### config.mk
export PLATFORM = sky130hd
export DESIGN_NAME = mem_access
export DESIGN_NICKNAME = d
export VERILOG_FILES = /design/src/mem_definitions.sv /design/src/pipe_definitions.sv /design/src/mem_access.sv
export SDC_FILE = /design/constraint.sdc
export NUM_CORES = 1
export LEC_CHECK = 0
export BUFFER_PORTS_ARGS = -buffer_cell sky130_fd_sc_hd__buf_2
export CAP_MARGIN = 25
export CORE_ASPECT_RATIO = 1.1
export CORE_MARGIN = 1
export CORE_UTILIZATION = 27
export DETAILED_ROUTE_END_ITERATION = 8
export PLACE_DENSITY = 0.91
export SYNTH_ARGS = -nofsm -noshare
export SYNTH_HDL_FRONTEND = slang
export SYNTH_SLANG_ARGS = --single-unit
### constraint.sdc
create_clock -name vclk -period 1.37
set_input_delay 0.0685 -clock vclk [all_inputs]
set_output_delay 0.0685 -clock vclk [all_outputs]
set_load 0.03 [all_outputs]
### src/mem_definitions.sv
`default_nettype none

package mem_definitions;

    // ======================================================================
    // Access size and signedness
    // ======================================================================
    typedef enum logic [2:0] {
        MEM_BYTE,
        MEM_HALF,
        MEM_WORD,
        MEM_BYTE_U,
        MEM_HALF_U
    } mem_mask_t;

    // ======================================================================
    // Data memory geometry
    // ======================================================================
    localparam int DMEM_DEPTH = 256;   // Words
    localparam int DMEM_AW    = 8;     // Word address
    localparam int BYTE_AW    = 10;    // Byte address
    localparam int PADDR_W    = 12;    // APB address, top bits flag out of range
    localparam int BE_W       = 4;

endpackage

`default_nettype wire

### src/pipe_definitions.sv
`default_nettype none

package pipe_definitions;

    localparam int XLEN   = 32;
    localparam int REG_AW = 5;

    // Writeback result source
    typedef enum logic [1:0] {
        WB_ALU,
        WB_MEM,
        WB_PC_INC,
        WB_IMM
    } wb_src_t;

endpackage

`default_nettype wire
### src/mem_access.sv
`default_nettype none

module mem_access (
    input  logic                                  m_MemWrite,
    input  logic                                  m_MemRead,
    input  mem_definitions::mem_mask_t            m_Mmask,
    input  logic [pipe_definitions::REG_AW-1:0]   m_rs2,
    input  logic [pipe_definitions::XLEN-1:0]     m_alu_out,
    input  logic [pipe_definitions::XLEN-1:0]     m_mem_data,
    input  logic                                  stall,

    input  logic                                  wb_reg_write,
    input  logic [pipe_definitions::REG_AW-1:0]   wb_rd,
    input  logic [pipe_definitions::XLEN-1:0]     wb_data,

    output logic                                  pipe_req,
    output logic                                  pipe_we,
    output logic [mem_definitions::DMEM_AW-1:0]   pipe_addr,
    output logic [mem_definitions::BE_W-1:0]      pipe_be,
    output logic [pipe_definitions::XLEN-1:0]     pipe_wdata
);

    logic                                 fwd;
    logic [1:0]                           lane;
    logic [pipe_definitions::XLEN-1:0]    store_data;

    // Store source comes from writeback when it targets rs2
    assign fwd        = wb_reg_write && (wb_rd == m_rs2) && (m_rs2 != '0);
    assign store_data = fwd ? wb_data : m_mem_data;
    assign lane       = m_alu_out[1:0];

    always_comb begin
        case (m_Mmask)
            mem_definitions::MEM_BYTE,
            mem_definitions::MEM_BYTE_U: begin
                pipe_be    = 4'b0001 << lane;
                pipe_wdata = {24'b0, store_data[7:0]} << {lane, 3'b000};
            end
            mem_definitions::MEM_HALF,
            mem_definitions::MEM_HALF_U: begin
                pipe_be    = 4'b0011 << {lane[1], 1'b0};   // Bit 0 ignored
                pipe_wdata = {16'b0, store_data[15:0]} << {lane[1], 4'b0000};
            end
            default: begin
                pipe_be    = {mem_definitions::BE_W{1'b1}};
                pipe_wdata = store_data;
            end
        endcase
    end

    assign pipe_req  = (m_MemWrite || m_MemRead) && !stall;
    assign pipe_we   = m_MemWrite;
    assign pipe_addr = m_alu_out[mem_definitions::BYTE_AW-1:2];

endmodule

`default_nettype wire

==> impl_metrics.toml <==
[setup_path]
worstSetupEndpoint = "pipe_wdata[27]"
worstPathCellList = "buf_6 > xor2_1 > nor3_1 > and4_4 > buf_12 > mux2i_4 > o221ai_4 > buf_6"
crit_required_ns = 1.30
setup.worst_path.class = "input pin to primary output"
cp-end-kind = "primary output"
crit_start = "wb_rd[0]"
start_kind = "input pin"
arrival_ns = 1.75
crit_path_max_incr_delay_ns = 0.38
cpMaxStageDelayCell = "mux2i_4"
crit_top_cell = "buf_6"
critPathMaxFanout = 6

[sta]
setup_ws_ns = -0.4523
rsz0062_at_grt = "yes"
tightest_slew_ns = 0.3614
hold_ws_ns = 0.1370
relSlewSlack_pct = 75.69
finalSetupViolations = 32
slew_violations = 0
finalHoldViolations = 0
finalCritPeriodShare_pct = 133.0
fin_tns_setup_ns = -12.42
fmax_ghz = 0.5488
period_minus_slack_ns = 1.822

[drt]
drc = 0
routed-via-count = 1675
wire_per_inst_um = 16.12
drt_first_iter_violations = 44
firstDrtPassIters = 4
vias_per_cell = 5.218
wl_um = 5173
ant_nets = 0

[global_routing]
grt_use_total_pct = 25.27
overflow = 0
grt_pass1_wl_um = 7583
antenna_found_initial = 0
grt_pass1_vias = 1655
grt_max_degree = 17

[synth]
synth.area.top_cells = "mux2i_1, o22ai_1, mux2_2, nand2_1, o221ai_1"
netlist_instances = 141
synth_top_area_cell = "mux2i_1"
syn_area_um2 = 1010
synth-seq-area-share_pct = 0
synth_area_per_cell_um2 = 7.161
yosysUniqueCellTypes = 31
yosysTopAreaCellShare_pct = 17.84
syn-num-nets = 254
ys_warn_count = 0

[floorplan]
num_io_pins = 159
die-area_um2 = 3989
initial_core_util_pct = 29.35
core_area_um2 = 3441
rows = 22
die_x_um = 60.31
dieHeight_um = 66.14

[final_layout]
clock_buffers = 0
drive_gt1_share_pct = 76.56
seq_cell_count = 0
nNetsFinal = 388
seqCellArea_um2 = 0
antenna_cells = 0
postLayoutCellArea_um2 = 2482
area_growth_syn_to_layout_pct = 145.8

[power]
p_leak_nw = 1.073
peakVddDrop_mv = 0.2358
power.density_nw_per_um2 = 435.3
power_w = 0.001081

[placed_design]
io_buffers = 121
dpl.hpwl_um = 3854
placed_area_um2 = 2128
gp_congestion = 0.7679

[hold_path]
hp-class = "input pin to primary output"
hp-start = "m_alu_out[8]"

[outcome]
outcome = "complete, but fails checks"
violations = "negative setup slack"

[flow_run]
maxCapViolations = 0

[cts]
cts_hold_buf = 0
-- layer usage --
metal  vias up  share of wire, %  global-route usage [%]
li1        788                 -                       -
met1       779                35                   25.85
met2        86                56                   51.51
met3        22               5.1                   1.566
met4         0               4.0                   8.140
met5         -                 0                       0
-- power by group --
part / leakage, nW / switching [W] / internal (W)
combinational: 1.07 / 0.000571 / 0.000510
sequential: 0 / 0 / 0
clock: 0 / 0 / 0
-- worst max-delay path, delay by kind of cell --
family          cells  cell delay, ns
compound gates      1            0.14
xor+xnor            1            0.14
buf+inv             3            0.42
mux                 1            0.38
simple gates        2            0.59
-- cell usage after synthesis, drive strengths merged --
library cell and number:
mux2i 24, nand2 22, buf 17, o22ai 16, nor2 12, mux2 8
o221ai 8, xor2 5, a21oi 4, o21ai 4, inv 3, nand2b 3
nor3 3, clkbuf 2, a21boi 1, and4 1, nand3 1, nand3b 1
nor2b 1, nor4 1, o2111ai 1, or2 1, or3 1, xnor2 1
-- worst min path at each step --
stage | endpoint | slack, ns | cells past startpoint
after detailed placement | pipe_addr[3] | 0.14 | 0
after floorplan | pipe_req | 0.25 | 1
after global placement | pipe_addr[3] | 0.14 | 0
after global routing | pipe_addr[6] | 0.14 | 0
final | pipe_addr[6] | 0.14 | 0
after CTS | pipe_addr[3] | 0.14 | 0
-- through the flow --
step                      setup slack, ns  cells  util, %
after CTS                         -0.4531    317    70.62
final                             -0.4523    321    72.15
after global routing              -0.4851    321    72.15
after global placement            -0.4155    314    61.85
after detailed placement          -0.5004    314    61.85
after floorplan                   -0.1036    141        -
-- layout by cell type, fill, tap and decap left out, types with 2 or more instances in the layout --
cell type   n
o22ai_2    13
mux2i_2     4
o221ai_4    6
nand2_1    22
o22ai_4     3
buf_16      2
mux2_2      8
o221ai_2    2
mux2i_1     9
buf_12      7
xor2_1      5
mux2i_4    11
o21ai_0     2
nor2_1      5
nor3_1      2
nand2b_1    3
nor2_2      7
buf_6      31
buf_2      87
buf_4      23
o21ai_1     2
a21oi_1     3
inv_1       3
-- cells by family after synthesis --
group / after synthesis / synth area share (%)
and+or+nand+nor: 47 / 20.57
AOI/OAI and AO/OA: 34 / 22.43
muxes: 32 / 35.81
buffers and inverters: 22 / 15.98
xor gates and xnor gates: 6 / 5.204
-- final cells by class --
type / count / area, um2
Fill cell: 270 / 958.4
Inverter: 3 / 11.26
Multi-Input combinational cell: 119 / 1251
Tap cell: 48 / 60.06
Timing Repair Buffer: 151 / 1160
-- what timing repair did --
item | in CTS | in global routing
resized for setup | 71 | 3
pin swaps | 12 | 6
endpoints found under the setup margin | 33 | 33
gates cloned | 2 | 0
buffers inserted | 1 | 4
(Power assumes the default switching activity.)
