<file path="src/mem_definitions.sv">
`default_nettype none

package mem_definitions;

    // ======================================================================
    // Access size and signedness
    // ======================================================================
    typedef enum logic [2:0] {
        MEM_BYTE,
        MEM_HALF,
        MEM_WORD,
        MEM_BYTE_U,
        MEM_HALF_U
    } mem_mask_t;

    // ======================================================================
    // Data memory geometry
    // ======================================================================
    localparam int DMEM_DEPTH = 256;   // Words
    localparam int DMEM_AW    = 8;     // Word address
    localparam int BYTE_AW    = 10;    // Byte address
    localparam int PADDR_W    = 12;    // APB address, top bits flag out of range
    localparam int BE_W       = 4;

endpackage

`default_nettype wire

</file>
<file path="src/pipe_definitions.sv">
`default_nettype none

package pipe_definitions;

    localparam int XLEN   = 32;
    localparam int REG_AW = 5;

    // Writeback result source
    typedef enum logic [1:0] {
        WB_ALU,
        WB_MEM,
        WB_PC_INC,
        WB_IMM
    } wb_src_t;

endpackage

`default_nettype wire
</file>
<file path="src/m_wb_stage.sv">
`default_nettype none

module m_wb_stage (
    input  logic                                  clk,
    input  logic                                  rst_n,
    input  logic                                  stall,

    input  logic                                  m_MemToReg,
    input  logic                                  m_RegWrite,
    input  logic                                  m_JAL,
    input  logic                                  m_LUI,
    input  mem_definitions::mem_mask_t            m_Mmask,
    input  logic [pipe_definitions::REG_AW-1:0]   m_rd,
    input  logic [pipe_definitions::XLEN-1:0]     m_alu_out,
    input  logic [pipe_definitions::XLEN-1:0]     m_sext_out,
    input  logic [pipe_definitions::XLEN-1:0]     m_pc_inc_out,
    input  logic [pipe_definitions::XLEN-1:0]     ram_rdata,

    output logic                                  wb_reg_write,
    output logic [pipe_definitions::REG_AW-1:0]   wb_rd,
    output logic [pipe_definitions::XLEN-1:0]     wb_data
);

    pipe_definitions::wb_src_t           wb_src;
    mem_definitions::mem_mask_t          wb_mask;
    logic [1:0]                          wb_lane;
    logic [pipe_definitions::XLEN-1:0]   wb_alu;
    logic [pipe_definitions::XLEN-1:0]   wb_imm;
    logic [pipe_definitions::XLEN-1:0]   wb_pc_inc;
    logic [pipe_definitions::XLEN-1:0]   load_val;
    logic [7:0]                          ld_byte;
    logic [15:0]                         ld_half;

    always_ff @(posedge clk, negedge rst_n) begin
        if (!rst_n) begin
            wb_reg_write <= 1'b0;
            wb_rd        <= '0;
            wb_src       <= pipe_definitions::WB_ALU;
            wb_mask      <= mem_definitions::MEM_WORD;
            wb_lane      <= '0;
            wb_alu       <= '0;
            wb_imm       <= '0;
            wb_pc_inc    <= '0;
        end else if (!stall) begin
            wb_reg_write <= m_RegWrite;
            wb_rd        <= m_rd;
            if (m_JAL)           wb_src <= pipe_definitions::WB_PC_INC;
            else if (m_LUI)      wb_src <= pipe_definitions::WB_IMM;
            else if (m_MemToReg) wb_src <= pipe_definitions::WB_MEM;
            else                 wb_src <= pipe_definitions::WB_ALU;
            wb_mask      <= m_Mmask;
            wb_lane      <= m_alu_out[1:0];
            wb_alu       <= m_alu_out;
            wb_imm       <= m_sext_out;
            wb_pc_inc    <= m_pc_inc_out;
        end
    end

    // Lane pick from the registered RAM word
    assign ld_byte = ram_rdata[{wb_lane, 3'b000} +: 8];
    assign ld_half = ram_rdata[{wb_lane[1], 4'b0000} +: 16];

    always_comb begin
        case (wb_mask)
            mem_definitions::MEM_BYTE:   load_val = {{24{ld_byte[7]}}, ld_byte};
            mem_definitions::MEM_BYTE_U: load_val = {24'b0, ld_byte};
            mem_definitions::MEM_HALF:   load_val = {{16{ld_half[15]}}, ld_half};
            mem_definitions::MEM_HALF_U: load_val = {16'b0, ld_half};
            default:                     load_val = ram_rdata;
        endcase
    end

    always_comb begin
        case (wb_src)
            pipe_definitions::WB_MEM:    wb_data = load_val;
            pipe_definitions::WB_PC_INC: wb_data = wb_pc_inc;
            pipe_definitions::WB_IMM:    wb_data = wb_imm;
            default:                     wb_data = wb_alu;
        endcase
    end

endmodule

`default_nettype wire

</file>
<file path="config.mk">
export PLATFORM = sky130hd
export DESIGN_NAME = m_wb_stage
export DESIGN_NICKNAME = d
export VERILOG_FILES = /design/src/mem_definitions.sv /design/src/pipe_definitions.sv /design/src/m_wb_stage.sv
export SDC_FILE = /design/constraint.sdc
export NUM_CORES = 1
export LEC_CHECK = 0
export ABC_AREA = 1
export BUFFER_PORTS_ARGS = -buffer_cell sky130_fd_sc_hd__buf_2
export CAP_MARGIN = 20
export CORE_UTILIZATION = 30
export DETAILED_ROUTE_END_ITERATION = 8
export SYNTH_ARGS = -nofsm -noshare
export SYNTH_HDL_FRONTEND = slang
export SYNTH_SLANG_ARGS = --single-unit
</file>
<file path="constraint.sdc">
create_clock -name clk -period 3.7 [get_ports clk]
set_input_delay 0.74 -clock clk [delete_from_list [all_inputs] [get_ports clk]]
set_output_delay 0.74 -clock clk [all_outputs]
set_load 0.02 [all_outputs]
</file>
==> reports/metrics.yaml <==
sta:
  post-route-period-util_pct: 85.0
  setup-violations-final: 0
  relSlewSlack_pct: 43.5
  fin_tns_setup_ps: 0
  clock_skew_ps: 0
  fmax_mhz: 318
  worstMarginPinSlew_ps: 847
  hold_violations: 0
  hold_ws_ps: 474
  rsz0062_at_grt: "no"
  slew_violations: 0
  worst_slack_ps: 553
  fin_crit_ps: 3150
floorplan:
  ios: 181
  rows: 50
  chipHeight_um: 142
  die_x_um: 142
  core_mm2: 0.0189
  start_util_pct: 31.0
  die_area_mm2: 0.0201
synth:
  synth_area_per_cell_um2: 6.68
  synth_area_leaders: "dfrtp_1, nand2_1, nand3_1"
  synth-simple-area-share_pct: 42.2
  synth_top_area_share_pct: 45.3
  syn_inst: 877
  ys.flop_type: "dfrtp_1"
  ys_seq_elements: 107
  ys_types: 20
  seq_area_frac_synth_pct: 45.7
  synth_common_cells: "nand2_1, nand3_1, dfrtp_1, inv_1, a21oi_1"
  synth.most_common_cell: "nand2_1"
  synth-compound-area-share_pct: 3.99
  yosysWarnings: 0
  yosysTopAreaCell: "dfrtp_1"
  synthArstFlopShare_pct: 100
  syn_nets: 1020
  netlist_area_mm2: 0.00586
  synth_top_family_by_area: "simple AND/OR/NAND/NOR gates"
  synth_xor_area_share_pct: 0
  synthMuxAreaShare_pct: 0
  synth-edff-count: 0
  synthAdderAreaFrac_pct: 0
critical_path:
  critPathKind: "reg -> out"
  end_kind: "output port"
  startpoint: "wb_src[1]$_DFFE_PN0N_"
  cp_data_arrival_time_ps: 2410
  r2r_cells: 4
  endpoint: "wb_data[16]"
  regToRegSetupSlack_ps: 2110
  r2r-start: "wb_src[0]$_DFFE_PN0N_"
  critPathRequiredTime_ps: 2960
  worstPathMaxFanout: 31
  r2r-end: "wb_src[0]$_DFFE_PN0N_"
  start_kind: "register"
pwr:
  vdd_drop_max_mv: 0.220
  seqPwrFrac_pct: 42.6
  powerDensity_mw_per_mm2: 433
  comb_power_share_pct: 25.2
  p_int_mw: 2.09
  p_sw_share_pct: 33.7
  pwr-share-clk_pct: 32.2
  power_leakage_nw: 4.19
  power.switching_mw: 1.06
cts:
  clock_latency_ps: 350
  cts_buffers: 9
  cts_resized: 0
  htreeDepth: 3
  hold_buffers: 0
  cts_buffer_depth: 2
  cts.root.buffer_cell: "clkbuf_16"
  cts_tree: "done"
  cts_setup_buffers: 0
  cts.sinks: 107
  clk_pin_slew_worst_paths_ps: 70
flow_run:
  maxCapViolations: 0
route:
  first_pass_iters: 4
  num_vias: 5874
  antenna_left: 0
  first_iter_violations: 426
  route.detailed.drc: 0
  routed_wl_um: 19200
  via_per_inst: 4.53
  post_drt_wl_per_cell_um: 14.8
global_routing:
  grt_pass1_wl_um: 29700
  grt_pass1_vias: 5523
  grt_usage_pct: 19.5
  antenna_found_initial: 4
  grt_max_degree: 62
  gr-total-overflow: 0
finish:
  fillers: 2128
  regArea_mm2: 0.00268
  drive_gt1_share_pct: 21.4
  multiInputGateArea_mm2: 0.00271
  fin_util_pct: 38.6
  areaGrowthSynthToFinish_pct: 24.3
  nNetsFinal: 1172
placement:
  pre_cts_ws_ps: 926
  dp_hpwl_um: 13900
  port_buffers: 180
  gp_congestion: 0.868
min_path:
  hp-class: "reg -> reg"
run_status:
  outcome: "complete, no violations"
==> worst max-delay path, cell delays in order, from the launching register on <==
cell	delay [ps]
dfrtp_2	730
inv_1	110
nand2_1	500
buf_4	320
nor2_1	70
nand2_1	60
nand3_1	80
buf_2	170
==> how the worst min path moves through the flow <==
stage | start | endpoint | slack, ps | cells past startpoint
finish | wb_imm[1]$_DFFE_PN0N_ | wb_imm[1]$_DFFE_PN0N_ | 470 | 2
global route | wb_alu[29]$_DFFE_PN0N_ | wb_alu[29]$_DFFE_PN0N_ | 490 | 2
CTS | wb_imm[1]$_DFFE_PN0N_ | wb_imm[1]$_DFFE_PN0N_ | 480 | 2
detailed placement | wb_rd[4]$_DFFE_PN0N_ | wb_rd[4]$_DFFE_PN0N_ | 460 | 2
global placement | wb_pc_inc[13]$_DFFE_PN0N_ | wb_pc_inc[13]$_DFFE_PN0N_ | 460 | 2
floorplan | rst_n | wb_alu[10]$_DFFE_PN0N_ | 440 | 0
==> cells in the final DEF, fill, tap and decap left out <==
master / synthesis / layout
a21oi_1: 31 / 31
a21oi_2: 1 / 1
buf_12: 0 / 1
buf_2: 15 / 178
buf_4: 0 / 14
bufinv_16: 0 / 1
clkbuf_16: 0 / 9
clkbuf_8: 0 / 1
clkinv_2: 0 / 2
clkinv_4: 0 / 1
clkinvlp_4: 0 / 1
dfrtp_1: 106 / 105
dfrtp_2: 0 / 1
dfstp_2: 1 / 1
diode_2: 0 / 2
inv_1: 60 / 59
inv_2: 2 / 2
inv_4: 1 / 1
inv_6: 0 / 1
inv_8: 0 / 1
nand2_1: 462 / 462
nand2_2: 1 / 1
nand3_1: 114 / 114
nand3_4: 1 / 1
nand3b_1: 2 / 2
nand3b_4: 1 / 1
nor2_1: 27 / 26
nor2_2: 1 / 2
o21ai_0: 14 / 14
==> cell type report <==
class,count,share of cell area (%)
clock inverter,6,0.979
tap,260,4.47
clock buffer,10,3.28
antenna,2,0.0687
inverter,63,3.30
sequential,107,36.8
multi-input combinational,655,37.2
timing repair buffer,193,13.9
==> cell families after synthesis <==
family / after synthesis
compound gates: 46
buf+inv: 115
flops: 107
simple gates: 609
==> stage by stage <==
step,power [mW],instance area (µm²),cells
floorplan,1.85,5860,877
CTS,3.20,7280,1294
global route,3.34,7280,1294
detailed placement,2.17,6970,1278
finish,3.15,7280,1296
global placement,2.16,6970,1278
==> per-layer routing <==
layer	up-vias	GRT usage (%)	routed length, µm
li1	3002	-	-
met1	2648	26.0	8790
met2	193	31.1	8720
met3	25	4.96	1290
met4	6	5.60	361
met5	-	0	46
==> state kept, by name, summed over array words and instances, names as in the netlist <==
| register | count |
|---|---|
| wb_imm | 32 |
| wb_rd | 5 |
| wb_reg_write | 1 |
| wb_alu | 31 |
| wb_lane | 1 |
| wb_pc_inc | 32 |
| wb_src | 2 |
| wb_mask | 3 |
==> power groups by stage <==
| stage | Clock, mW | Sequential, mW | Combinational (mW) |
|---|---|---|---|
| 6_report | 1.02 | 1.34 | 0.795 |
| 3_5_place_dp | 0 | 1.36 | 0.804 |
| 3_3_place_gp | 0 | 1.36 | 0.801 |
| 2_1_floorplan | 0 | 1.35 | 0.500 |
| 4_1_cts | 1.05 | 1.34 | 0.807 |
| 5_1_grt | 1.09 | 1.36 | 0.890 |
Note: power is estimated with default switching activity, not from simulation.
