**src/mem_definitions.sv**
```systemverilog
`default_nettype none

package mem_definitions;

    // ======================================================================
    // Access size and signedness
    // ======================================================================
    typedef enum logic [2:0] {
        MEM_BYTE,
        MEM_HALF,
        MEM_WORD,
        MEM_BYTE_U,
        MEM_HALF_U
    } mem_mask_t;

    // ======================================================================
    // Data memory geometry
    // ======================================================================
    localparam int DMEM_DEPTH = 256;   // Words
    localparam int DMEM_AW    = 8;     // Word address
    localparam int BYTE_AW    = 10;    // Byte address
    localparam int PADDR_W    = 12;    // APB address, top bits flag out of range
    localparam int BE_W       = 4;

endpackage

`default_nettype wire

```
**src/pipe_definitions.sv**
```systemverilog
`default_nettype none

package pipe_definitions;

    localparam int XLEN   = 32;
    localparam int REG_AW = 5;

    // Writeback result source
    typedef enum logic [1:0] {
        WB_ALU,
        WB_MEM,
        WB_PC_INC,
        WB_IMM
    } wb_src_t;

endpackage

`default_nettype wire
```
**src/ex_m_buffer.sv**
```systemverilog
`default_nettype none

module ex_m_buffer (
    input  logic                                  clk,
    input  logic                                  rst_n,
    input  logic                                  stall,
    input  logic                                  flush,   // Turn slot into a bubble

    input  logic                                  ex_MemToReg,
    input  logic                                  ex_RegWrite,
    input  logic                                  ex_MemWrite,
    input  logic                                  ex_MemRead,
    input  logic                                  ex_JAL,
    input  logic                                  ex_LUI,
    input  mem_definitions::mem_mask_t            ex_Mmask,
    input  logic [pipe_definitions::REG_AW-1:0]   ex_rs2,
    input  logic [pipe_definitions::REG_AW-1:0]   ex_rd,
    input  logic [pipe_definitions::XLEN-1:0]     ex_alu_out,
    input  logic [pipe_definitions::XLEN-1:0]     ex_mem_data,
    input  logic [pipe_definitions::XLEN-1:0]     ex_sext_out,
    input  logic [pipe_definitions::XLEN-1:0]     ex_pc_inc_out,

    output logic                                  m_MemToReg,
    output logic                                  m_RegWrite,
    output logic                                  m_MemWrite,
    output logic                                  m_MemRead,
    output logic                                  m_JAL,
    output logic                                  m_LUI,
    output mem_definitions::mem_mask_t            m_Mmask,
    output logic [pipe_definitions::REG_AW-1:0]   m_rs2,
    output logic [pipe_definitions::REG_AW-1:0]   m_rd,
    output logic [pipe_definitions::XLEN-1:0]     m_alu_out,
    output logic [pipe_definitions::XLEN-1:0]     m_mem_data,
    output logic [pipe_definitions::XLEN-1:0]     m_sext_out,
    output logic [pipe_definitions::XLEN-1:0]     m_pc_inc_out
);

    always_ff @(posedge clk, negedge rst_n) begin
        if (!rst_n) begin
            m_MemToReg   <= 1'b0;
            m_RegWrite   <= 1'b0;
            m_MemWrite   <= 1'b0;
            m_MemRead    <= 1'b0;
            m_JAL        <= 1'b0;
            m_LUI        <= 1'b0;
            m_rs2        <= '0;
            m_rd         <= '0;
            m_Mmask      <= mem_definitions::MEM_WORD;
            m_alu_out    <= '0;
            m_mem_data   <= '0;
            m_sext_out   <= '0;
            m_pc_inc_out <= '0;
        end else if (!stall) begin
            if (flush) begin   // Data and mask left as they were
                m_MemToReg <= 1'b0;
                m_RegWrite <= 1'b0;
                m_MemWrite <= 1'b0;
                m_MemRead  <= 1'b0;
                m_JAL      <= 1'b0;
                m_LUI      <= 1'b0;
                m_rs2      <= '0;
                m_rd       <= '0;
            end else begin
                m_MemToReg   <= ex_MemToReg;
                m_RegWrite   <= ex_RegWrite;
                m_MemWrite   <= ex_MemWrite;
                m_MemRead    <= ex_MemRead;
                m_JAL        <= ex_JAL;
                m_LUI        <= ex_LUI;
                m_rs2        <= ex_rs2;
                m_rd         <= ex_rd;
                m_Mmask      <= ex_Mmask;
                m_alu_out    <= ex_alu_out;
                m_mem_data   <= ex_mem_data;
                m_sext_out   <= ex_sext_out;
                m_pc_inc_out <= ex_pc_inc_out;
            end
        end
    end

endmodule

`default_nettype wire

```
**config.mk**
```make
export PLATFORM = sky130hd
export DESIGN_NAME = ex_m_buffer
export DESIGN_NICKNAME = d
export VERILOG_FILES = /design/src/mem_definitions.sv /design/src/pipe_definitions.sv /design/src/ex_m_buffer.sv
export SDC_FILE = /design/constraint.sdc
export NUM_CORES = 1
export LEC_CHECK = 0
export BUFFER_PORTS_ARGS = -buffer_cell sky130_fd_sc_hd__buf_2
export CAP_MARGIN = 40
export CORE_ASPECT_RATIO = 1.25
export CORE_MARGIN = 4
export CORE_UTILIZATION = 41
export DETAILED_ROUTE_END_ITERATION = 12
export PLACE_DENSITY = 0.76
export RECOVER_POWER = 50
export SKIP_CTS_REPAIR_TIMING = 1
export SYNTH_ARGS = -nofsm -noshare
export SYNTH_HDL_FRONTEND = slang
export SYNTH_SLANG_ARGS = --single-unit
```
**constraint.sdc**
```tcl
create_clock -name clk -period 0.8 [get_ports clk]
set_input_delay 0.08 -clock clk [delete_from_list [all_inputs] [get_ports clk]]
set_output_delay 0.08 -clock clk [all_outputs]
set_load 0.02 [all_outputs]
```
==> run summary, run 1 <==
status = finished with violations
violated checks = setup timing
clk sinks = 147
fin worst setup slack = -0.351 ns
kind of cell adding the most delay to the critical path = flip-flops
Final Cycle Share = 144%
number of synthesized register bits = 147
first-pass GRT wire length = 23.4 mm
RSZ-0062 raised after global routing = yes
Slew headroom = 55.2%
DRT Pass-1 Iters = 4
Max stage delay on crit path = 0.54 ns
io pins = 298
FF-to-FF End = m_sext_out[26]
Layout area overhead = 93.9%
slowest library cell on the worst path = dfstp_2
grt total ovfl = 0
maximum vdd drop = 1.44 mV
Pleak = 5.69 nW
share of layout cells above drive strength 1 = 62.7%
CTS tree = built
vias per cell = 4.91
slew at the pin with the worst max-slew slack = 0.673 ns
commonest cells after routing, fill and taps aside = buf_6, buf_2, dlygate4sd3_1, dfrtp_1, mux2_4
crit path buf inv count = 1
pwr/cell area = 2200 nW/µm²
Max clock buf depth = 2
Data required, critical path = 0.72 ns
Nets = 1030
starting density of the core = 42.2%
global-route usage over all layers = 18.5%
ANT nets after route = 0
synthesized area per cell = 18.0 µm²
endpoints failing hold = 0
initial detailed-routing violation count = 213
Synth top area share = 62.1%
most common cell after layout, fill and taps aside = buf_6
Synth Cell Area = 5880 µm²
CTS buffer count = 17
max_cap viols = 0
Placeable Area = 13900 µm²
Tmin final = 1.15 ns
DIE AREA = 16300 µm²
num rows = 48
via count = 5249
Clk Latency, worst-skew pair = 0.41 ns
Cell Chain, Critical Path = buf_6
RePlAce Congestion = 0.803
sequential area share after synthesis = 62.6%
Fmax = 868 MHz
Hold Path Class = input port to flip-flop
hold path endpoint = m_rs2[3]
Worst Reg-to-Reg Cells = 2
critical path launch point type = flip-flop
Detailed Route WL = 23.9 mm
critical path peak fanout = 2
root buf cell = clkbuf_16
worst reg2reg setup slack = -0.17 ns
Final Setup Violations = 370
routed length per instance = 22.3 µm
DRC = 0
synth warn = 0
multi-input logic area = 2130 µm²
endpoint class of the critical path = primary output
Mapped Cells = 327
Post-Syn Nets = 478
number of port buffers = 297
Yosys cell types = 13
reg2reg start = m_sext_out[26]
min-delay src = ex_rs2[3]
type of the worst setup path = flip-flop to primary output
DP Wirelength = 11.7 mm
register area = 3680 µm²
worst hold stages = 3
pin count of the biggest net entering global routing = 36
CTS H-tree lvls = 4
setup TNS = -49.68 ns
max-slew violation count = 0
fin util = 81.8%
Reg clk slew, reported paths = 0.06 ns
synth top area cells = dfrtp_1, mux2_4, mux2_1
Worst Clk Skew = 0 ns
Fill cells = 662
die height = 142 µm
top cell type by total area after synthesis = dfrtp_1
Worst EP arrival = 1.07 ns
number of global-route vias before repair = 4563
initial antenna violation count = 4
die width = 115 µm
flip-flops by register name (all words and copies together) (netlist names), 3 cells and up:
name	cells
m_rs2	5
m_rd	5
m_alu_out	32
m_sext_out	32
m_Mmask	3
m_pc_inc_out	32
m_mem_data	32
worst max-delay path by stage:
stage / endpoint / cells after the start / from / slack, ns
3_3_place_gp: m_sext_out[3] / 5 / stall / -0.35
2_1_floorplan: m_alu_out[0] / 5 / stall / -0.27
3_5_place_dp: m_sext_out[9] / 5 / stall / -0.39
5_1_grt: m_Mmask[1] / 1 / m_Mmask[1] / -0.37
4_1_cts: m_Mmask[1] / 1 / m_Mmask[1] / -0.41
6_report: m_Mmask[1] / 1 / m_Mmask[1] / -0.35
layout make-up:
type | count | share of cell area, %
Antenna cell | 4 | 0.0878
Clock buffer | 22 | 4.16
Clock inverter | 9 | 0.713
Multi-Input combinational cell | 162 | 18.7
Sequential cell | 147 | 32.3
Tap cell | 175 | 1.92
Timing Repair Buffer | 551 | 42.1
kinds of logic (layout without fill, tap and decap cells):
group | after synthesis | after routing | share of synthesized area [%]
AO/OA/AOI/OAI | 16 | 16 | 1.94
buffers and inverters | 18 | 582 | 3.23
flip-flops | 147 | 147 | 62.6
multiplexers | 131 | 131 | 30.9
other | 0 | 4 | 0
AND/OR/NAND/NOR | 15 | 15 | 1.38
synthesized netlist by cell type, drive strengths merged:
cell type and n:
dfrtp 146, mux2 131, buf 16, a22o 9, nand2 7, nand2b 7
o21ai 7, clkbuf 2, dfstp 1, nor2 1
through the flow:
| stage | instance area [µm²] | instances | setup slack (ns) | power (mW) | hold slack [ns] |
|---|---|---|---|---|---|
| floorplan | 5950 | 327 | -0.270 | 12.1 | -0.216 |
| global placement | 7770 | 817 | -0.355 | 14.0 | -0.0414 |
| detailed placement | 7770 | 817 | -0.390 | 14.1 | -0.0375 |
| CTS | 8330 | 848 | -0.410 | 21.7 | -0.488 |
| global route | 11400 | 1070 | -0.374 | 25.9 | 0.0461 |
| finish | 11400 | 1070 | -0.351 | 25.1 | 0.00709 |
power by group:
group / total [mW] / switching (mW) / leakage, nW / internal, mW
Combinational: 8.03 / 3.25 / 3.68 / 4.79
Sequential: 9.49 / 0.995 / 1.74 / 8.50
Clock: 7.60 / 3.11 / 0.268 / 4.49
Total: 25.1 / 7.35 / 5.69 / 17.8
per-layer routing:
layer / vias to the layer above / global-route usage, % / routed length (µm)
met2: 296 / 32.7 / 13100
met4: 0 / 6.55 / 1250
li1: 2252 / - / -
met5: - / 0 / 0
met3: 81 / 7.21 / 1620
met1: 2620 / 19.9 / 7890
No activity file was read; power rests on OpenSTA's default activity.
==> run 2: changes to the inputs <==
--- a/config.mk
+++ b/config.mk
@@ -5,7 +5,7 @@
 export SDC_FILE = /design/constraint.sdc
 export NUM_CORES = 1
 export LEC_CHECK = 0
-export BUFFER_PORTS_ARGS = -buffer_cell sky130_fd_sc_hd__buf_2
+export BUFFER_PORTS_ARGS = -buffer_cell sky130_fd_sc_hd__buf_4
 export CAP_MARGIN = 40
 export CORE_ASPECT_RATIO = 1.25
 export CORE_MARGIN = 4
==> run 2 against run 1 <==
Compared with the run above: the run still ends with setup timing left; highest routed layer unchanged; maximum frequency is 0.18% higher; sequential cell count stayed put; sequential power barely moved.
==> run summary, run 2 (synthesis results as in run 1) <==
worst reg2reg setup slack = -0.25 ns
ANT nets after route = 0
Slew headroom = 58.6%
CTS tree = built
Max clock buf depth = 2
sw frac = 29.6%
initial antenna violation count = 1
crit path buf inv count = 1
grt total ovfl = 0
Final Setup Violations = 355
Finished Layout Cells = 1056
maximum vdd drop = 1.74 mV
commonest cells after routing, fill and taps aside = buf_4, buf_6, dlygate4sd3_1, dfrtp_1, mux2_4
reg2reg start = m_sext_out[29]
global-route usage over all layers = 19.1%
pin count of the biggest net entering global routing = 36
Place WS = -0.405 ns
internal power = 17.9 mW
critical path launch point type = flip-flop
CP Depth = 1
routed length per instance = 22.7 µm
post-place instance area = 8470 µm²
kind of cell adding the most delay to the critical path = flip-flops
Data required, critical path = 0.72 ns
first-pass GRT wire length = 23.9 mm
endpoint class of the critical path = primary output
num rows = 48
Fmax = 870 MHz
Final Cycle Share = 144%
Pleak = 5.78 nW
Flop pwr share = 37.2%
RSZ-0062 raised after global routing = yes
die width = 115 µm
Worst Reg-to-Reg Cells = 3
status = finished with violations
starting density of the core = 42.2%
Cell Chain, Critical Path = buf_6
root buf cell = clkbuf_16
critical path peak fanout = 2
Sw Pwr = 7.53 mW
FF-to-FF End = m_sext_out[29]
finished layout cell area = 11700 µm²
max-slew violation count = 0
Fill cells = 611
slowest library cell on the worst path = dfstp_2
Layout area overhead = 99.6%
number of port buffers = 297
fin worst setup slack = -0.349 ns
die height = 142 µm
multi-input logic area = 2130 µm²
worst hold slack = 0.130 ns
Placeable Area = 13900 µm²
via count = 5176
RePlAce Congestion = 0.774
Tot Pwr = 25.4 mW
Critical Path Sink = m_Mmask[1]
crit path from = m_Mmask[1]
DIE AREA = 16300 µm²
initial detailed-routing violation count = 190
type of the worst setup path = flip-flop to primary output
DRT Pass-1 Iters = 4
most common cell after layout, fill and taps aside = buf_4
placed cell count = 806
DRC = 0
Clk Latency, worst-skew pair = 0.41 ns
clock group share of total power = 30.3%
io pins = 298
Worst Clk Skew = 0 ns
slew at the pin with the worst max-slew slack = 0.620 ns
max_cap viols = 0
Worst EP arrival = 1.07 ns
number of global-route vias before repair = 4589
register area = 3680 µm²
Max stage delay on crit path = 0.54 ns
pwr/cell area = 2170 nW/µm²
vias per cell = 4.90
share of layout cells above drive strength 1 = 62.4%
endpoints failing hold = 0
CTS buffer count = 17
CTS H-tree lvls = 4
DP Wirelength = 12.0 mm
Detailed Route WL = 23.9 mm
violated checks = setup timing
Comb pwr share = 32.5%
Hold Path Class = input port to flip-flop
Nets = 1019
Tmin final = 1.15 ns
clk sinks = 147
Reg clk slew, reported paths = 0.06 ns
-- run 2: cell count changes in the layout (fill, tap and decap cells not counted), moves of 2 or more --
cell,change
clkinvlp_4,+2
buf_4,+132
buf_12,+3
buf_2,-150
clkbuf_1,-2
diode_2,-3
buf_6,+2
-- run 2: stage by stage --
stage	util [%]	TNS, ns
CTS	64.8	-38.17
finish	84.2	-47.39
global placement	60.8	-44.87
detailed placement	60.8	-48.32
floorplan	-	-33.41
global route	84.2	-65.94
-- run 2: area by class of cell --
class	instances	area share, %
Timing Repair Buffer	540	43.8
Sequential cell	147	31.3
Multi-Input combinational cell	162	18.2
Clock buffer	19	3.86
Tap cell	175	1.87
Clock inverter	12	0.927
Antenna cell	1	0.0213
-- run 2: power by group through the flow --
stage	Clock (mW)	Combinational, mW	Sequential [mW]
global placement	0	5.62	9.19
finish	7.71	8.28	9.46
global route	8.10	8.60	9.53
detailed placement	0	5.74	9.23
floorplan	0	1.61	10.4
CTS	7.63	5.76	9.13
-- run 2: worst min path at each step --
stage / start / to / cells after the start
6_report: flush / m_rs2[3] / 4
5_1_grt: flush / m_rs2[3] / 4
3_3_place_gp: rst_n / m_alu_out[0] / 1
3_5_place_dp: rst_n / m_alu_out[0] / 1
4_1_cts: rst_n / m_alu_out[0] / 1
2_1_floorplan: rst_n / m_JAL / 0
-- run 2: per-layer routing --
metal | track usage (%) | part of all wire (%) | vias up
met4 | 7.23 | 5.0 | 0
met1 | 20.5 | 33 | 2587
met2 | 33.5 | 55 | 285
li1 | - | - | 2228
met3 | 7.81 | 7.4 | 76
met5 | 0 | 0 | -
-- run 2: worst register-to-register path: stages (launching register included) --
cell,delay [ns]
dfrtp_1,0.41
buf_4,0.16
buf_6,0.10
mux2_4,0.26
