### src/mem_definitions.sv
`default_nettype none

package mem_definitions;

    // ======================================================================
    // Access size and signedness
    // ======================================================================
    typedef enum logic [2:0] {
        MEM_BYTE,
        MEM_HALF,
        MEM_WORD,
        MEM_BYTE_U,
        MEM_HALF_U
    } mem_mask_t;

    // ======================================================================
    // Data memory geometry
    // ======================================================================
    localparam int DMEM_DEPTH = 256;   // Words
    localparam int DMEM_AW    = 8;     // Word address
    localparam int BYTE_AW    = 10;    // Byte address
    localparam int PADDR_W    = 12;    // APB address, top bits flag out of range
    localparam int BE_W       = 4;

endpackage

`default_nettype wire

### src/pipe_definitions.sv
`default_nettype none

package pipe_definitions;

    localparam int XLEN   = 32;
    localparam int REG_AW = 5;

    // Writeback result source
    typedef enum logic [1:0] {
        WB_ALU,
        WB_MEM,
        WB_PC_INC,
        WB_IMM
    } wb_src_t;

endpackage

`default_nettype wire
### src/dmem_arbiter.sv
`default_nettype none

module dmem_arbiter (
    input  logic                                  clk,
    input  logic                                  rst_n,
    input  logic                                  stall,

    input  logic                                  pipe_req,
    input  logic                                  pipe_we,
    input  logic [mem_definitions::DMEM_AW-1:0]   pipe_addr,
    input  logic [mem_definitions::BE_W-1:0]      pipe_be,
    input  logic [pipe_definitions::XLEN-1:0]     pipe_wdata,

    input  logic [mem_definitions::PADDR_W-1:0]   paddr,
    input  logic                                  psel,
    input  logic                                  penable,
    input  logic                                  pwrite,
    input  logic [pipe_definitions::XLEN-1:0]     pwdata,
    output logic                                  pready,
    output logic                                  pslverr,
    output logic [pipe_definitions::XLEN-1:0]     prdata,

    output logic                                  ram_en,
    output logic                                  ram_we,
    output logic [mem_definitions::DMEM_AW-1:0]   ram_addr,
    output logic [mem_definitions::BE_W-1:0]      ram_be,
    output logic [pipe_definitions::XLEN-1:0]     ram_wdata,
    input  logic [pipe_definitions::XLEN-1:0]     ram_rdata
);

    typedef enum logic {
        ARB_IDLE,
        ARB_READ_DATA
    } arb_state_t;

    arb_state_t state;
    logic       access;
    logic       host_ok;
    logic       bad_addr;
    logic       host_grant;

    // ======================================================================
    // Host slot and grant
    // ======================================================================
    assign access     = psel && penable;
    assign host_ok    = !stall && !pipe_req;   // Pipeline always wins
    assign bad_addr   = |paddr[mem_definitions::PADDR_W-1:mem_definitions::BYTE_AW];
    assign host_grant = (state == ARB_IDLE) && access && !bad_addr && host_ok;

    always_ff @(posedge clk, negedge rst_n) begin
        if (!rst_n) begin
            state <= ARB_IDLE;
        end else if (state == ARB_READ_DATA) begin
            state <= ARB_IDLE;
        end else if (host_grant && !pwrite) begin
            state <= ARB_READ_DATA;   // RAM data arrives next cycle
        end
    end

    // ======================================================================
    // Memory port mux and APB response
    // ======================================================================
    assign ram_en    = pipe_req || host_grant;
    assign ram_we    = pipe_req ? pipe_we    : pwrite;
    assign ram_addr  = pipe_req ? pipe_addr  : paddr[mem_definitions::BYTE_AW-1:2];
    assign ram_be    = pipe_req ? pipe_be    : {mem_definitions::BE_W{1'b1}};
    assign ram_wdata = pipe_req ? pipe_wdata : pwdata;

    assign pready  = (state == ARB_READ_DATA)
                   || ((state == ARB_IDLE) && access && (bad_addr || (pwrite && host_ok)));
    assign pslverr = (state == ARB_IDLE) && access && bad_addr;
    assign prdata  = (state == ARB_READ_DATA) ? ram_rdata : '0;

endmodule

`default_nettype wire

### config.mk
export PLATFORM = sky130hd
export DESIGN_NAME = dmem_arbiter
export DESIGN_NICKNAME = d
export VERILOG_FILES = /design/src/mem_definitions.sv /design/src/pipe_definitions.sv /design/src/dmem_arbiter.sv
export SDC_FILE = /design/constraint.sdc
export NUM_CORES = 1
export LEC_CHECK = 0
export BUFFER_PORTS_ARGS = -buffer_cell sky130_fd_sc_hd__buf_2
export CAP_MARGIN = 20
export CORE_AREA = 2 2 81 83
export CTS_CLUSTER_SIZE = 25
export DETAILED_ROUTE_END_ITERATION = 16
export DIE_AREA = 0 0 83 85
export GPL_ROUTABILITY_DRIVEN = 0
export PLACE_DENSITY = 0.69
export SYNTH_ARGS = -nofsm -noshare
export SYNTH_HDL_FRONTEND = slang
export SYNTH_SLANG_ARGS = --single-unit
### constraint.sdc
create_clock -name clk -period 1 [get_ports clk]
set_input_delay 0.2 -clock clk [delete_from_list [all_inputs] [get_ports clk]]
set_output_delay 0.2 -clock clk [all_outputs]
set_load 0.02 [all_outputs]
==> flow_summary.yaml, run 1 <==
yosys:
  seq_area_frac_synth_pct: 2.82
  yosysWarnings: 0
  synth-seq-cells: 1
  synth.avg_cell_area_um2: 9.23
  synthDistinctLibCells: 17
  synth_fp_nets: 224
  syn_inst: 96
  syn_area_um2: 886
placement:
  placed_area_um2: 2060
  portBuffers: 205
  hpwl_um: 3440
  dpl.cell_count: 376
  place_ws_ps: -268
sta:
  maxSlewHeadroom_pct: 85.1
  fmax_mhz: 846
  finalHoldViolations: 0
  tightestPinTransition_ps: 223
  whs_ps: 454
  fin_skew_ps: 0
  fin_ws_ps: -181
  post-route-min-period_ps: 1180
  slew_violations: 0
  fin_crit_sh_pct: 118
  grt_setup_unrepaired: "true"
  finalSetupViolCount: 81
floorplanning:
  io_pins: 208
  rows: 29
  die_h_um: 85
  fp.dieArea_um2: 7060
  chipWidth_um: 83
  start_util_pct: 14.3
  core-area_um2: 6200
final_layout:
  nNetsFinal: 437
  area_growth_pct: 209
  finalInstanceArea_um2: 2740
  largest_reg_flops: 1
  instances_no_fill: 384
  regMostFlops: "state"
  drive_gt1_share_pct: 96.7
  reg_top3: "state x1"
  num_antenna_cells: 0
grt:
  grt_overflow: 0
  first_global_vias: 1571
  grt_pass1_wl_um: 6950
  grtUsageTotal_pct: 11.3
  grt_max_degree: 34
  antenna_found_initial: 0
pwr:
  power.density_nw_per_um2: 470
  p_leak_nw: 1.62
  ir_drop_mv: 0.310
setup_path:
  ff2ff_setup_slack_ps: -50
  startpoint_type: "input port"
  cpPeakStageDelay_ps: 410
  worstSetupPathType: "in -> out"
  critPathSlowestCell: "or3_4"
  critical_path_arrival_ps: 980
  crit_top_cell: "buf_6"
  crit_fanout: 2
  crit_required_ps: 800
  end_kind: "output port"
  path_cells: "buf_6 > or3_4 > o21bai_4 > buf_6"
run_status:
  violations: "setup timing"
  status: "finished, violations left"
drt:
  wl_per_cell_um: 12.5
  vias: 1564
  first_pass_iters: 2
  drt_iter0_markers: 6
  viasPerCell: 4.07
  wl_um: 4800
  drc: 0
  ant_nets: 0
clocking:
  clock_latency_ps: 0
  clkTransAtPathRegs_ps: 0
worst_hold_path:
  hold_class: "in -> reg"
job:
  cap_violations: 0
## layer usage
layer	up-vias	track usage (%)	part of all wire, %
met1	690	12.3	35
met4	0	0	0
li1	761	-	-
met3	0	2.04	9.2
met5	-	0	0
met2	113	23.8	55
## worst max-delay path: cells and delay by family
kind	cells	cell delay, ps
buffers and inverters	2	220
and+or+nand+nor	1	410
AOI/OAI and AO/OA	1	150
## per-stage QoR
step                setup TNS (ps)  power [mW]  util, %
floorplan                     -241       0.499        -
CTS                          -8350        1.18     41.3
detailed placement          -13900       0.878     33.2
global route                -10140        1.35     44.1
global placement            -12580       0.864     33.2
finish                       -8090        1.29     44.1
## cell usage after synthesis
master	number	share of area, %
or3_1	1	0.71
o21bai_1	1	0.85
nand2b_1	4	2.8
nor2_1	2	0.85
dfrtp_1	1	2.8
clkbuf_1	3	1.3
nand4b_1	1	0.99
mux2_2	27	34
and2_1	32	23
buf_2	2	1.1
mux2_4	14	24
buf_6	3	3.8
nor4_2	1	1.4
inv_1	1	0.42
nand2_1	1	0.42
nand3b_1	1	0.85
o221ai_1	1	0.99
## cells in the final DEF, fill, tap and decap left out, types with 2 or more instances in the layout
cell and count:
buf_6 49, buf_16 5, buf_2 153, buf_4 6, mux2_4 41, and2_1 3, nand2b_4 4, buf_8 2
and2_2 28, buf_12 2
## cell type report
cell class | count | area (µm²)
sequential | 1 | 25.0
fill | 573 | 3470
inverter | 1 | 3.75
tap | 77 | 96.3
multi-input combinational | 86 | 1000
timing repair buffer | 219 | 1610
## power breakdown
| part | switching, mW | internal, mW |
|---|---|---|
| logic | 0.487 | 0.757 |
| clock network | 0 | 0 |
| registers | 0.000216 | 0.0414 |
## cell families after synthesis
| kind of cell | Yosys count | share of synthesized area (%) |
|---|---|---|
| simple gates | 43 | 30.6 |
| mux | 41 | 58.1 |
| buf+inv | 9 | 6.64 |
| compound gates | 2 | 1.84 |
| flops | 1 | 2.82 |
## final timing paths
path / from / end / cells past startpoint
max in group asynchronous: rst_n / state / 2
min in group asynchronous: rst_n / state / 2
setup reg to reg: state / state / 3
hold / removal: pwrite / state / 2
setup / recovery: paddr[10] / ram_en / 4
hold reg to reg: state / state / 3
## repair_timing
action                     in CTS  in global routing
hold endpoints to repair        1                  0
cloned                          4                  1
hold buffers                    1                  0
pin swaps                       3                  3
setup buffers                   1                  1
resized for setup             115                 34
setup endpoints to repair      77                 81
(Power assumes the default switching activity.)
==> run 2, diff against run 1 <==
--- a/config.mk
+++ b/config.mk
@@ -13,6 +13,7 @@
 export DIE_AREA = 0 0 83 85
 export GPL_ROUTABILITY_DRIVEN = 0
-export PLACE_DENSITY = 0.69
+export PLACE_DENSITY = 0.55
 export SYNTH_ARGS = -nofsm -noshare
 export SYNTH_HDL_FRONTEND = slang
 export SYNTH_SLANG_ARGS = --single-unit
+export TNS_END_PERCENT = 20
==> constraint.sdc (replaced) <==
create_clock -name clk -period 1 [get_ports clk]
set_input_delay 0.2 -clock clk [delete_from_list [all_inputs] [get_ports clk]]
set_output_delay 0.2 -clock clk [all_outputs]
set_load 0.005 [all_outputs]
==> run 2 against run 1 <==
The flow still finishes with violations (setup timing). Global-route usage increased by 0.55 points. Cell area shrank 8.9%. Final cell count decreased by 1.0%. Power fell by 22%. Routed wire length down 0.50%. Via count down 2.6%. Sequential power about the same. Die area unchanged. Utilization down 3.9 points. First-iteration DRC count grew to 3.0 times the previous value. Sequential share of layout area is 0.089 points higher. Critical path depth rose by 1.
==> flow_summary.yaml, run 2 (synthesis gave the netlist of run 1 again) <==
run_status:
  status: "finished, violations left"
  violations: "setup timing"
drt:
  ant_nets: 0
  drc: 0
  first_pass_iters: 4
  wl_um: 4770
  wl_per_cell_um: 12.6
  viasPerCell: 4.01
  vias: 1524
  drt_iter0_markers: 18
sta:
  grt_setup_unrepaired: "true"
  slew_violations: 0
  finalHoldViolations: 0
  tightestPinTransition_ps: 186
  fin_ws_ps: -164
  fmax_mhz: 859
  fin_crit_sh_pct: 116
  fin_skew_ps: 0
  whs_ps: 427
  maxSlewHeadroom_pct: 87.5
  finalSetupViolCount: 76
  post-route-min-period_ps: 1160
pwr:
  switching_share_pct: 28.7
  clkPwrFrac_pct: 0
  total_power_mw: 0.997
  sequentialPowerShare_pct: 4.2
  power.density_nw_per_um2: 400
  switchingPower_mw: 0.286
  p_leak_nw: 1.50
  p_int_mw: 0.711
  combPwrFrac_pct: 95.8
  ir_drop_mv: 0.241
clocking:
  clock_latency_ps: 0
  clkTransAtPathRegs_ps: 0
grt:
  grtUsageTotal_pct: 11.9
  first_global_vias: 1517
  grt_overflow: 0
  grt_pass1_wl_um: 7090
  antenna_found_initial: 0
  grt_max_degree: 34
final_layout:
  final_cell_mix: "buf_2 (166), buf_6 (39), mux2_4 (38)"
  ff_latch_area_um2: 25.0
  multi_input_area_um2: 897
  final_util_pct: 40.2
  area_growth_pct: 181
  reg_top3: "state x1"
  regMostFlops: "state"
  drive_gt1_share_pct: 84.8
  num_antenna_cells: 0
  layout_commonest_cell: "buf_2"
  num-fill-cells: 633
  nNetsFinal: 433
  largest_reg_flops: 1
setup_path:
  path_cells: "buf_16 > buf_16 > nand4b_1 > o221ai_1 > buf_2"
  worstSetupPathType: "in -> out"
  critPathSlowestCell: "nand4b_1"
  critical_path_arrival_ps: 960
  end_kind: "output port"
  cpPeakStageDelay_ps: 170
  crit_top_cell: "buf_16"
  startpoint_type: "input port"
  crit_fanout: 9
  crit_required_ps: 800
floorplanning:
  die_h_um: 85
  io_pins: 208
  rows: 29
  core-area_um2: 6200
  start_util_pct: 14.3
  chipWidth_um: 83
  fp.dieArea_um2: 7060
placement:
  hpwl_um: 4030
  portBuffers: 205
worst_hold_path:
  hold_class: "in -> reg"
job:
  cap_violations: 0
## run 2: repair_timing
action,4_1_cts,5_1_grt
endpoints found under the hold margin,1,0
setup buffers,1,1
endpoints found under the setup margin,76,76
cloned,3,1
pin swaps,4,2
hold buffers,1,0
resized for setup,65,9
## run 2: metrics by stage
stage	setup WS, ps	TNS (ps)	instance area (µm²)	cells
finish	-164	-5300	2490	380
global route	-212	-7870	2490	380
CTS	-171	-5690	2410	378
detailed placement	-244	-10300	2000	373
global placement	-228	-9990	2000	373
floorplan	14.1	0	886	96
## run 2: power groups by stage
stage / Sequential, mW / Clock (mW) / Combinational (mW)
2_1_floorplan: 0.0417 / 0 / 0.266
3_3_place_gp: 0.0416 / 0 / 0.669
3_5_place_dp: 0.0415 / 0 / 0.675
4_1_cts: 0.0416 / 0 / 0.925
5_1_grt: 0.0416 / 0 / 1.02
6_report: 0.0416 / 0 / 0.956
## run 2: path summary, 6_finish.rpt
path	start	to	slack, ps	depth (start not counted)
worst max-delay path	pipe_req	pready	-160	5
worst min-delay path	pwrite	state	430	2
worst max register to register	state	state	90	2
worst min register to register	state	state	630	2
max in group asynchronous	rst_n	state	380	2
min in group asynchronous	rst_n	state	530	2
## run 2: area by class of cell
class	instances	area share, %
Timing Repair Buffer	215	59.0
Multi-Input combinational cell	86	36.0
Tap cell	77	3.87
Sequential cell	1	1.00
Inverter	1	0.151
## run 2: layer usage
metal / up-vias / share of wire, % / track usage, % / wire, µm
li1: 750 / - / - / -
met1: 654 / 35 / 12.5 / 1660
met2: 120 / 55 / 25.5 / 2630
met3: 0 / 10 / 2.04 / 483
met4: 0 / 0 / 0 / 0
met5: - / 0 / 0 / 0
## run 2: worst max-delay path: cells and delay by family
family,cells,cell delay (ps)
buffers and inverters,3,430
AO/OA/AOI/OAI,1,160
AND/OR/NAND/NOR,1,170
==> run 3, diff against run 2 <==
- REMOVE_ABC_BUFFERS: default -> 1
==> run 3 against run 2 <==
The run still ends with setup timing left. Utilization rose by 2.1 points. Die area did not move. Sequential power barely moved. Hold slack improved by 99 ps. Worst setup slack improved by 1.2 ps. First-iteration DRC count fell by 11%. Global-route usage rose by 2.2 points. Maximum frequency rose by 0.10%.
==> flow_summary.yaml, run 3 (synthesis gave the netlist of run 1 again) <==
sta:
  whs_ps: 526
  finalHoldViolations: 0
  fin_ws_ps: -163
  setup_tns_ps: -5140
  post-route-min-period_ps: 1160
  maxSlewHeadroom_pct: 87.4
  finalSetupViolCount: 68
  slew_violations: 0
  fmax_mhz: 860
  grt_setup_unrepaired: "true"
  fin_crit_sh_pct: 116
  tightestPinTransition_ps: 188
  fin_skew_ps: 0
grt:
  grt_overflow: 0
  first_global_vias: 1726
  grt_pass1_wl_um: 8210
  antenna_found_initial: 0
  grt_max_degree: 34
  grtUsageTotal_pct: 14.0
final_layout:
  num_antenna_cells: 0
  final_util_pct: 42.3
  instances_no_fill: 386
  area_growth_pct: 196
  drive_gt1_share_pct: 85.4
  layout_commonest_cell: "buf_2"
  final_cell_mix: "buf_2 (161), buf_6 (43), mux2_4 (41)"
  regMostFlops: "state"
  nNetsFinal: 439
  largest_reg_flops: 1
  reg_top3: "state x1"
drt:
  wl_per_cell_um: 14.5
  drt_iter0_markers: 16
  drc: 0
  first_pass_iters: 4
  wl_um: 5580
  viasPerCell: 4.07
  ant_nets: 0
  vias: 1570
placement:
  hpwl_um: 4550
  place_ws_ps: -279
  portBuffers: 205
  dpl.cell_count: 379
setup_path:
  path_cells: "buf_16 > buf_16 > nand4b_1 > o221ai_2 > buf_2"
  crit_top_cell: "buf_16"
  critical_path_arrival_ps: 960
  critPathTopFamily: "buffers and inverters"
  cpPeakStageDelay_ps: 180
  crit_fanout: 8
  end_kind: "output port"
  startpoint_type: "input port"
  path_buf_inv: 3
  crit_required_ps: 800
  critPathSlowestCell: "nand4b_1"
  worstSetupPathType: "in -> out"
  ff2ff_setup_slack_ps: -50
pwr:
  clkPwrFrac_pct: 0
  sequentialPowerShare_pct: 3.9
  switchingPower_mw: 0.317
  combPwrFrac_pct: 96.1
  ir_drop_mv: 0.272
  power.density_nw_per_um2: 411
  switching_share_pct: 29.4
  p_leak_nw: 1.56
  p_int_mw: 0.762
floorplanning:
  die_h_um: 85
  fp.dieArea_um2: 7060
  start_util_pct: 14.3
  rows: 29
  io_pins: 208
  chipWidth_um: 83
  core-area_um2: 6200
job:
  cap_violations: 0
worst_hold_path:
  hold_class: "in -> async"
run_status:
  violations: "setup timing"
  status: "finished, violations left"
clocking:
  clock_latency_ps: 0
  clkTransAtPathRegs_ps: 0
[run 3: changes by cell type in the layout (fill, tap and decap cells not counted), sizes merged]
cell,previous run,this run
buf,213,219
[run 3: path summary, 6_finish.rpt]
kind | startpoint | to | depth (start not counted)
worst max-delay path | pipe_req | pready | 5
worst min-delay path | rst_n | state | 2
worst max register to register | state | state | 3
worst min register to register | state | state | 3
max in group asynchronous | rst_n | state | 2
min in group clk | pwrite | state | 3
[run 3: routing by layer]
layer  track usage, %  up-vias  part of all wire, %
met1             13.2      686                   33
met5                0        -                    0
met4             2.98        0                  2.8
met2             30.0      112                   56
li1                 -      760                    -
met3             3.31       12                  8.4
[run 3: area by class of cell]
type | instances | area, µm²
Fill cell | 622 | 3580
Inverter | 1 | 3.75
Multi-Input combinational cell | 86 | 915
Sequential cell | 1 | 25.0
Tap cell | 77 | 96.3
Timing Repair Buffer | 221 | 1580
[run 3: power by group through the flow]
| stage | combinational, mW | clock, mW | sequential, mW |
|---|---|---|---|
| floorplan | 0.221 | 0 | 0.0423 |
| global placement | 0.703 | 0 | 0.0415 |
| detailed placement | 0.704 | 0 | 0.0415 |
| CTS | 0.988 | 0 | 0.0416 |
| global route | 1.10 | 0 | 0.0417 |
| finish | 1.04 | 0 | 0.0417 |
[run 3: timing repair]
item,4_1_cts,5_1_grt
gates resized for setup,73,14
setup endpoints to repair,77,77
endpoints found under the hold margin,1,0
cloned,4,1
pin swaps,1,3
hold buffers,1,0
setup buffers,0,1
[run 3: worst register-to-register path: stages, from the launching register on]
cell and delay [ps]:
dfrtp_1 380, nand3b_1 210, buf_4 160, nor4_2 190
[run 3: metrics by stage]
step | instance area, µm² | power, mW
finish | 2620 | 1.08
global route | 2620 | 1.15
CTS | 2510 | 1.03
detailed placement | 2050 | 0.745
global placement | 2050 | 0.744
floorplan | 831 | 0.264
